==> config.mk <==
export PLATFORM = sky130hd
export DESIGN_NAME = dtlb
export DESIGN_NICKNAME = d
export VERILOG_FILES = /design/src/hdl/tlb_pkg.sv /design/src/hdl/dtlb.sv /design/src/hdl/dtlb_entry_array.sv /design/src/hdl/dtlb_replacement_block.sv
export SDC_FILE = /design/constraint.sdc
export NUM_CORES = 1
export LEC_CHECK = 0
export BUFFER_PORTS_ARGS = -buffer_cell sky130_fd_sc_hd__buf_2
export CAP_MARGIN = 25
export CORE_UTILIZATION = 46
export CTS_BUF_LIST = sky130_fd_sc_hd__clkbuf_4 sky130_fd_sc_hd__clkbuf_8
export CTS_CLUSTER_SIZE = 40
export DETAILED_ROUTE_END_ITERATION = 10
export PLACE_DENSITY = 0.71
export SLEW_MARGIN = 20
export SYNTH_ARGS = -nofsm -noshare
export SYNTH_HDL_FRONTEND = slang
export SYNTH_SLANG_ARGS = --single-unit
==> constraint.sdc <==
create_clock -name clk_i -period 7.5 [get_ports clk_i]
set_input_delay 1.5 -clock clk_i [delete_from_list [all_inputs] [get_ports clk_i]]
set_output_delay 1.5 -clock clk_i [all_outputs]
set_load 0.02 [all_outputs]
==> src/hdl/tlb_pkg.sv <==
`default_nettype none

// Shared widths, sizes and payload types of the data TLB
package tlb_pkg;

  // Sv39 virtual page number
  // Three 9-bit VPN fields of the 39-bit virtual address
  parameter int VPN_W = 27;

  // Physical page number
  // 56-bit physical address minus the 12-bit page offset
  parameter int PPN_W = 44;

  // Default entry count of the data TLB
  // Must be a power of two, at least 2, for the PLRU tree
  parameter int D_TLB_ENTRIES = 8;

  // Fill payload coming from the L2 TLB or page walker
  // VPN in the upper bits, PPN in the lower bits
  typedef struct packed {
    logic [VPN_W-1:0] vpn;
    logic [PPN_W-1:0] ppn;
  } tlb_fill_t;

  // Lookup answer returned one cycle after the request
  // PPN is all zeros on a miss
  typedef struct packed {
    logic             hit;
    logic [PPN_W-1:0] ppn;
  } tlb_resp_t;

  // Total payload widths, handy for sizing
  parameter int FILL_W = VPN_W + PPN_W;
  parameter int RESP_W = 1 + PPN_W;

  // 4 KiB pages only
  parameter int PAGE_OFFSET_W = 12;

endpackage

`default_nettype wire
==> src/hdl/dtlb.sv <==
`timescale 1ns/1ps
`default_nettype none

// Data TLB top level
// Lookup answered one cycle after the request strobe
module dtlb #(
  parameter int N_ENTRIES = tlb_pkg::D_TLB_ENTRIES
) (
  input  logic                      clk_i,
  input  logic                      rst_ni,
  // Lookup request
  input  logic                      lookup_valid_i,
  input  logic [tlb_pkg::VPN_W-1:0] lookup_vpn_i,
  // Fill from L2 TLB or page walker
  input  logic                      fill_valid_i,
  input  tlb_pkg::tlb_fill_t        fill_i,
  // Level, clears all entries
  input  logic                      flush_i,
  // Lookup response
  output logic                      resp_valid_o,
  output tlb_pkg::tlb_resp_t        resp_o
);

  // Array state
  logic [N_ENTRIES-1:0]      valid_vec;
  logic [N_ENTRIES-1:0]      hit_vec;
  logic [tlb_pkg::PPN_W-1:0] hit_ppn;

  // Victim select for fills
  logic [N_ENTRIES-1:0] replace_vec;

  logic any_hit;
  logic tlb_read;

  // Response register
  tlb_pkg::tlb_resp_t resp_d;
  tlb_pkg::tlb_resp_t resp_q;
  logic               resp_valid_q;

  dtlb_entry_array #(
    .N (N_ENTRIES)
  ) u_entry_array (
    .clk_i         (clk_i),
    .rst_ni        (rst_ni),
    .lookup_vpn_i  (lookup_vpn_i),
    .fill_valid_i  (fill_valid_i),
    .fill_i        (fill_i),
    .replace_vec_i (replace_vec),
    .flush_i       (flush_i),
    .valid_vec_o   (valid_vec),
    .hit_vec_o     (hit_vec),
    .hit_ppn_o     (hit_ppn)
  );

  // Tree only moves on lookups that hit
  assign any_hit  = |hit_vec;
  assign tlb_read = lookup_valid_i & any_hit;

  dtlb_replacement_block #(
    .N (N_ENTRIES)
  ) u_replacement_block (
    .clk_i                   (clk_i),
    .rst_ni                  (rst_ni),
    .tlb_valid_vec_i         (valid_vec),
    .hit_vec_i               (hit_vec),
    .valid_tlb_read_i        (tlb_read),
    .valid_tlb_replacement_i (fill_valid_i),
    .replace_vec_o           (replace_vec)
  );

  // Response built from the array before this edge's fill or flush
  always_comb begin
    resp_d     = '0;
    resp_d.hit = tlb_read;
    if (lookup_valid_i) begin
      resp_d.ppn = hit_ppn;
    end
  end

  always_ff @(posedge clk_i or negedge rst_ni) begin
    if (!rst_ni) begin
      resp_valid_q <= 1'b0;
      resp_q       <= '0;
    end else begin
      resp_valid_q <= lookup_valid_i;
      resp_q       <= resp_d;
    end
  end

  assign resp_valid_o = resp_valid_q;
  assign resp_o       = resp_q;

endmodule

`default_nettype wire

==> src/hdl/dtlb_entry_array.sv <==
`timescale 1ns/1ps
`default_nettype none

// Fully associative storage of the data TLB
// Parallel VPN compare, one-hot fill write, global flush
module dtlb_entry_array #(
  parameter int N = tlb_pkg::D_TLB_ENTRIES
) (
  input  logic                      clk_i,
  input  logic                      rst_ni,
  // Lookup side
  input  logic [tlb_pkg::VPN_W-1:0] lookup_vpn_i,
  // Fill side
  input  logic                      fill_valid_i,
  input  tlb_pkg::tlb_fill_t        fill_i,
  input  logic [N-1:0]              replace_vec_i,
  // Clears every valid bit
  input  logic                      flush_i,
  // Entry state
  output logic [N-1:0]              valid_vec_o,
  output logic [N-1:0]              hit_vec_o,
  output logic [tlb_pkg::PPN_W-1:0] hit_ppn_o
);

  // VPN/PPN pair per entry
  tlb_pkg::tlb_fill_t entry_q [N];

  // Valid bit per entry
  logic [N-1:0] valid_q;

  // Entries written at the next edge
  logic [N-1:0] write_vec;
  logic         fill_en;

  // Compare results
  logic [N-1:0]              hit_vec;
  logic [tlb_pkg::PPN_W-1:0] ppn_sel;

  // Flush wins over a fill in the same cycle
  assign fill_en   = fill_valid_i & ~flush_i;
  assign write_vec = replace_vec_i & {N{fill_en}};

  // Valid bits
  always_ff @(posedge clk_i or negedge rst_ni) begin
    if (!rst_ni) begin
      valid_q <= '0;
    end else if (flush_i) begin
      valid_q <= '0;
    end else begin
      // Write select is one-hot, so at most one bit gets set
      valid_q <= valid_q | write_vec;
    end
  end

  // Entry payload
  for (genvar i = 0; i < N; i++) begin : gen_entry
    always_ff @(posedge clk_i) begin
      if (write_vec[i]) begin
        entry_q[i] <= fill_i;
      end
    end
  end

  // Parallel compare against every valid entry
  always_comb begin
    hit_vec = '0;
    for (int k = 0; k < N; k++) begin
      hit_vec[k] = valid_q[k] & (entry_q[k].vpn == lookup_vpn_i);
    end
  end

  // PPN mux as AND-OR over the hit vector
  // No duplicates are filled, so at most one term is nonzero
  always_comb begin
    ppn_sel = '0;
    for (int k = 0; k < N; k++) begin
      ppn_sel = ppn_sel | (entry_q[k].ppn & {tlb_pkg::PPN_W{hit_vec[k]}});
    end
  end

  assign valid_vec_o = valid_q;
  assign hit_vec_o   = hit_vec;
  assign hit_ppn_o   = ppn_sel;

endmodule

`default_nettype wire

==> src/hdl/dtlb_replacement_block.sv <==
`timescale 1ns/1ps
`default_nettype none

// Tree pseudo-LRU victim selection for the data TLB
// Invalid entries are always filled first, lowest index wins
module dtlb_replacement_block #(
  parameter int N = tlb_pkg::D_TLB_ENTRIES
) (
  input  logic         clk_i,
  input  logic         rst_ni,
  // Entry state from the array
  input  logic [N-1:0] tlb_valid_vec_i,
  input  logic [N-1:0] hit_vec_i,
  // Access strobes
  input  logic         valid_tlb_read_i,
  input  logic         valid_tlb_replacement_i,
  // One-hot write select for the next fill
  output logic [N-1:0] replace_vec_o
);

  // Node count of the tree
  localparam int NODES = N - 1;
  // First node whose children are entries
  localparam int LEAF_BASE = (N / 2) - 1;

  // Tree node bits, heap-ordered
  // Node i has children 2i+1 (lower half) and 2i+2 (upper half)
  logic [NODES-1:0] node_q;
  logic [NODES-1:0] node_d;
  logic [NODES-1:0] node_en;

  // Decoder enable reaching each node from the root
  logic [NODES-1:0] dec_en;

  // Candidate victims
  logic [N-1:0] plru_vec;
  logic [N-1:0] invalid_first_vec;
  logic [N-1:0] replace_vec;

  // Entry touched in this cycle
  logic [N-1:0] access_vec;
  logic         tree_upd;
  logic         all_valid;

  // Update only when exactly one of read and fill happens
  assign tree_upd = valid_tlb_read_i ^ valid_tlb_replacement_i;

  // Hit vector on a read, own victim on a fill
  always_comb begin
    access_vec = '0;
    if (tree_upd) begin
      access_vec = valid_tlb_read_i ? hit_vec_i : replace_vec;
    end
  end

  // Decoder levels, top-down
  // A 0 bit steers the enable into the lower half
  always_comb begin
    dec_en    = '0;
    dec_en[0] = 1'b1;
    for (int i = 0; i < LEAF_BASE; i++) begin
      dec_en[2*i+1] = dec_en[i] & ~node_q[i];
      dec_en[2*i+2] = dec_en[i] &  node_q[i];
    end
  end

  // Last decoder level picks the entry
  always_comb begin
    plru_vec = '0;
    for (int k = 0; k < N / 2; k++) begin
      plru_vec[2*k]   = dec_en[LEAF_BASE+k] & ~node_q[LEAF_BASE+k];
      plru_vec[2*k+1] = dec_en[LEAF_BASE+k] &  node_q[LEAF_BASE+k];
    end
  end

  // Node enables and next values, bottom-up
  // At most one child of an enabled node is set, so the lower one gives the direction
  always_comb begin
    node_en = '0;
    node_d  = '0;
    // Nodes right above the entries
    for (int k = 0; k < N / 2; k++) begin
      node_en[LEAF_BASE+k] = access_vec[2*k] | access_vec[2*k+1];
      // Lower entry accessed, so point to the upper one
      node_d[LEAF_BASE+k]  = access_vec[2*k];
    end
    // Inner nodes follow the enables of their children
    for (int i = LEAF_BASE - 1; i >= 0; i--) begin
      node_en[i] = node_en[2*i+1] | node_en[2*i+2];
      node_d[i]  = node_en[2*i+1];
    end
  end

  // One enabled flip-flop per node
  for (genvar i = 0; i < NODES; i++) begin : gen_node
    always_ff @(posedge clk_i or negedge rst_ni) begin
      if (!rst_ni) begin
        node_q[i] <= 1'b0;
      end else if (node_en[i]) begin
        node_q[i] <= node_d[i];
      end
    end
  end

  // Priority encoder, lowest invalid index
  always_comb begin
    invalid_first_vec = '0;
    for (int k = N - 1; k >= 0; k--) begin
      if (!tlb_valid_vec_i[k]) begin
        invalid_first_vec    = '0;
        invalid_first_vec[k] = 1'b1;
      end
    end
  end

  // PLRU only once the array is full
  assign all_valid   = &tlb_valid_vec_i;
  assign replace_vec = all_valid ? plru_vec : invalid_first_vec;

  assign replace_vec_o = replace_vec;

endmodule

`default_nettype wire

; Word level (Yosys, flattened, before mapping)
; Memories as Yosys holds them, arrays and structs flattened.
; Cells that the tools add are included.
[word_totals]
ff_bits = 61
ramBits = 568
inputBits = 103
elab_cells = 134
n_memories = 1
[op_classes]
eq_ne = 8
n_mux = 50
bitwise = 55
reduce_logical = 9
[mem_list]
columns = memory, words, word_bits, read_ports, rd_ports_with_merged_regs, wr, line_no
row1 = u_entry_array.entry_q, 8, 71, 8, 0, 1, dtlb_entry_array.sv:26  ; tlb_pkg::tlb_fill_t entry_q [N];
[op_table]
columns = op, n
row1 = two-way mux 71 bit, 7
row2 = OR reduction 71 bit, 7
row3 = bitwise AND 44 bit, 8
row4 = bitwise OR 44 bit, 7
row5 = == test 27 bit, 8
row6 = two-way mux 8 bit, 12
row7 = two-way mux 44 bit, 1
row8 = two-way mux 1 bit, 23
row9 = bitwise AND 1 bit, 22
row10 = two-way mux 3 bit, 7
row11 = bitwise AND 8 bit, 1
row12 = inverter 1 bit, 8
row13 = bitwise OR 8 bit, 1
row14 = AND reduction 8 bit, 1
row15 = OR reduction 8 bit, 1
row16 = bitwise OR 1 bit, 7
row17 = XOR 1 bit, 1

; Logic depth before layout (Yosys ltp)
[logic_depth]
word_depth = 20
ltp_mapped = 11
depth_no_buf = 8

; Cells and area by module
; From an unflattened synthesis, not the netlist that was laid out.
[hier_totals]
cells_unflattened = 1746
area_unflattened_um2 = 26072.5
[by_module_without_submodules]
columns = module, n_inst, cells_each, area_per_inst_um2
row1 = dtlb_entry_array, 1, 1549, 23809.1
row2 = dtlb, 1, 97, 1521.5
row3 = dtlb_replacement_block, 1, 100, 742.0

; Worst setup path before layout
; No wires, ideal clock.
[synth_timing]
kind = input -> register
start = input port flush_i
end = memory u_entry_array.entry_q[1][100] in the netlist's numbering (enable)
setup_time_ps = 501
arrival_time_ps = 5068
required_ps = 6999
slack_ps = 1931
stages = 4
path_cell_list = clkbuf_1 > nand2b_1 > buf_1 > nor2_1
[synth_lines]
columns = element, line_no
row1 = "start, declared", dtlb.sv:18  ; input logic flush_i,
row2 = inverter 1 bit (*), dtlb_entry_array.sv:40  ; assign fill_en = fill_valid_i & ~flush_i;
row3 = bitwise AND 1 bit (*), dtlb_entry_array.sv:40
row4 = bitwise AND 8 bit (*), dtlb_entry_array.sv:41  ; assign write_vec = replace_vec_i & {N{fill_en}};
row5 = via u_entry_array.write_vec[5], dtlb_entry_array.sv:32  ; logic [N-1:0] write_vec;
row6 = two-way mux 1 bit (*), dtlb_entry_array.sv:58  ; if (write_vec[i]) begin
row7 = two-way mux 1 bit (not written as such) (*), dtlb_entry_array.sv:59  ; entry_q[i] <= fill_i;
row8 = OR reduction 71 bit (no line), --
row9 = two-way mux 3 bit (no line) or two-way mux 1 bit (tied branches) (3 in series), --
row10 = "end, declared", dtlb_entry_array.sv:26
; Mark *: on every way through the listed nets, which the timed path passes. The rest lies on a longest branch.

; Final worst setup path
[layout_timing]
start = input port lookup_vpn_i[24] in the netlist's numbering
end = register u_replacement_block.node_q[6]
[layout_via]
elab_chain_cells = 7
[layout_rtl]
columns = element, line_no
row1 = "start, declared", dtlb.sv:13  ; input logic [tlb_pkg::VPN_W-1:0] lookup_vpn_i,
row2 = == test 27 bit, dtlb_entry_array.sv:68  ; hit_vec[k] = valid_q[k] & (entry_q[k].vpn == lookup_vpn_i);
row3 = bitwise AND 1 bit, dtlb_entry_array.sv:68
row4 = OR reduction 8 bit, dtlb.sv:56  ; assign any_hit = |hit_vec;
row5 = bitwise AND 1 bit, dtlb.sv:57  ; assign tlb_read = lookup_valid_i & any_hit;
row6 = two-way mux 8 bit or XOR 1 bit (tied branches), "dtlb_replacement_block.sv:52, dtlb_replacement_block.sv:46"
row7 = two-way mux 8 bit (*), dtlb_replacement_block.sv:51  ; if (tree_upd) begin
row8 = bitwise OR 1 bit, dtlb_replacement_block.sv:83  ; node_en[LEAF_BASE+k] = access_vec[2*k] | access_vec[2*k+1];
row9 = "end signal, assigned by index", dtlb_replacement_block.sv:100  ; node_q[i] <= node_d[i];
row10 = "end, declared", dtlb_replacement_block.sv:28  ; logic [NODES-1:0] node_q;
; Every way passes the cells marked *; elsewhere a longest branch is shown, timed or not.
; A chain may end at the register's enable or synchronous reset.

==> results.toml <==
[status]
status = "finished, final reports clean"

[yosys]
async_reset_ff_share_pct = 9.698
synth_warnings = 0
synth_cell_types = 45
syn_area_um2 = 23610
syn_nets = 1412
synth_cells = 1309
synth_area_per_cell_um2 = 18.03
yosys_most_used_dff = "edfxtp_1"
synth_edf_count = 568
ys_seq_area_share_pct = 78.72
ys_ff_latch = 629

[placed_design]
dp_cells = 2080
dpl_worst_slack_ps = 2627
place_congestion = 0.8687
portBuffers = 148
hpwl_mm = 32.64

[clocking]
insertion_delay_ps = 700
cts_buffers = 96
cts_setup_buffers = 0
clock_path_buffers = 3
cts_hold_buffers = 0
cts_root_buffer = "clkbuf_8"
cts_resized = 0
clk_pin_slew_ps = 60
htreeDepth = 3
clock_sinks = 629
cts_tree = "yes"

[final_layout]
mostFrequentLayoutCell = "edfxtp_1"
area_growth_pct = 15.58
seqCellArea_um2 = 18580
drive_gt1_share_pct = 22.77
nFillCells = 3828
layoutNonFillerInstCount = 2265
fin_util_pct = 54.16
mostFrequentLayoutCells = "edfxtp_1, xnor2_1, buf_2"
fin_nets = 1613
multi_input_area_um2 = 4747

[die]
die_w_um = 228.5
die_h_um = 228.5
core_area_um2 = 50380
die_area_um2 = 52230
num_io_pins = 149
initial_core_util_pct = 46.86
fp-row-count = 82

[worst_setup_path]
crit_path_start_kind = "primary input"
cp.arrival_ps = 4750
path_max_fanout = 46
crit_required_ps = 8070
r2r-end = "u_replacement_block.node_q[6]$_DFFE_PN0P_"
end_kind = "flip-flop"
rr_worst_depth = 9
reg2reg_slack_ps = 4020
worstSetupPathType = "primary input to flip-flop"
worst_r2r_startpoint = "u_entry_array.entry_q[1][68]$_DFFE_PP_"

[timing]
rsz0062_at_grt = "false"
slew_headroom_pct = 26.98
worst_pin_slew_ps = 1085
finalHoldViolCount = 0
period_needed_ps = 4185
post-route-period-util_pct = 55.80
finalSetupViolations = 0
finalWorstSetupSlack_ps = 3315
drv_slew = 0
finClkSkew_ps = 43.14
max_freq_mhz = 239.0
setup_tns_ps = 0

[global_routing]
grt_pass1_vias = 13015
grt_pass1_wl_mm = 84.98
grtUsageTotal_pct = 22.20
antenna_found_initial = 8
grt_max_degree = 62
gr-total-overflow = 0

[detailed_routing]
wirelength_mm = 57.66
via_per_inst = 5.703
drc_errors = 0
drt_first_pass_iters = 5
post_drt_wl_per_cell_um = 25.45
ant_nets = 0
via_count = 12918
drtIter0Drc = 1422

[worst_hold_path]
holdPathEnd = "resp_o[5]$_DFF_PN0_"
hold_depth = 2
hp-class = "flip-flop to flip-flop"
hold_start = "u_entry_array.entry_q[1][218]$_DFFE_PP_"

[power_and_ir_drop]
power.density_nw_per_um2 = 255.7
ir_drop_mv = 0.1295
total_power_mw = 6.977
p_leak_nw = 8.817

[job]
maxCapViolCount = 0
## cell type report
| class | instances | share of cell area, % |
|---|---|---|
| antenna | 3 | 0.02751 |
| clock buffer | 151 | 6.746 |
| clock inverter | 27 | 0.6053 |
| inverter | 10 | 0.1376 |
| multi-input combinational | 599 | 17.40 |
| sequential | 629 | 68.11 |
| tap | 672 | 3.082 |
| timing repair buffer | 174 | 3.898 |
## metal layers
layer / vias up / track usage [%] / part of all wire (%)
li1: 5648 / - / -
met1: 6609 / 30.86 / 43
met2: 565 / 34.43 / 47
met3: 86 / 5.065 / 7.9
met4: 10 / 7.928 / 2.1
met5: - / 0 / 0.10
## synthesized netlist by cell type, types with 13 or more instances
cell	number	area, um^2
a31oi_1	48	300.3
nand4_1	56	350.3
a22o_1	44	385.4
xnor2_1	216	1892
nor2_1	18	67.56
clkbuf_1	26	97.59
dfrtp_1	61	1526
a221oi_1	46	402.9
buf_2	37	185.2
a22oi_1	90	675.7
edfxtp_1	568	17060
nand2_1	13	48.80
## report_power, final
| group | switching [mW] | internal [mW] |
|---|---|---|
| clock | 1.30 | 1.57 |
| sequential | 0.0131 | 3.86 |
| combinational | 0.162 | 0.0769 |
| total | 1.47 | 5.50 |
## state kept, by name, summed over array words and instances (netlist names)
name                        count
u_entry_array.valid_vec_o       8
u_replacement_block.node_q      6
resp_o                         45
u_replacement_block.dec_en      1
resp_valid_o                    1
u_entry_array.entry_q         568
## logic make-up after synthesis
| kind of cell | after synthesis | share of synthesized area [%] |
|---|---|---|
| flip-flops | 629 | 78.72 |
| AO/OA/AOI/OAI | 257 | 8.422 |
| XOR/XNOR | 216 | 8.014 |
| AND/OR/NAND/NOR | 125 | 3.270 |
| buffers and inverters | 81 | 1.532 |
| multiplexers | 1 | 0.04240 |
## worst max path at each step
| stage | startpoint | to | cells after the start |
|---|---|---|---|
| 3_5_place_dp | lookup_vpn_i[22] | u_replacement_block.node_q[6]$_DFFE_PN0P_ | 10 |
| 2_1_floorplan | flush_i | u_entry_array.entry_q[1][100]$_DFFE_PP_ | 4 |
| 5_1_grt | lookup_vpn_i[24] | u_replacement_block.node_q[6]$_DFFE_PN0P_ | 10 |
| 3_3_place_gp | lookup_vpn_i[24] | u_replacement_block.dec_en[2]$_DFFE_PN0P_ | 10 |
| 4_1_cts | lookup_vpn_i[24] | u_replacement_block.node_q[6]$_DFFE_PN0P_ | 10 |
| 6_report | lookup_vpn_i[24] | u_replacement_block.node_q[6]$_DFFE_PN0P_ | 10 |
## critical path: stages
cell     delay (ps)
buf_2           200
xnor2_1         370
nand4_1         240
or4_1           610
nor4_4          150
buf_4           650
nor2_2          170
a31oi_4         380
mux2i_1         130
a221o_1         300
## through the flow
step | instance area [um^2] | hold slack [ps]
floorplan | 23610 | 510.3
global placement | 25180 | 519.9
detailed placement | 25180 | 527.3
CTS | 27180 | 538.4
global route | 27280 | 568.5
finish | 27280 | 540.0
(Power assumes the default switching activity.)
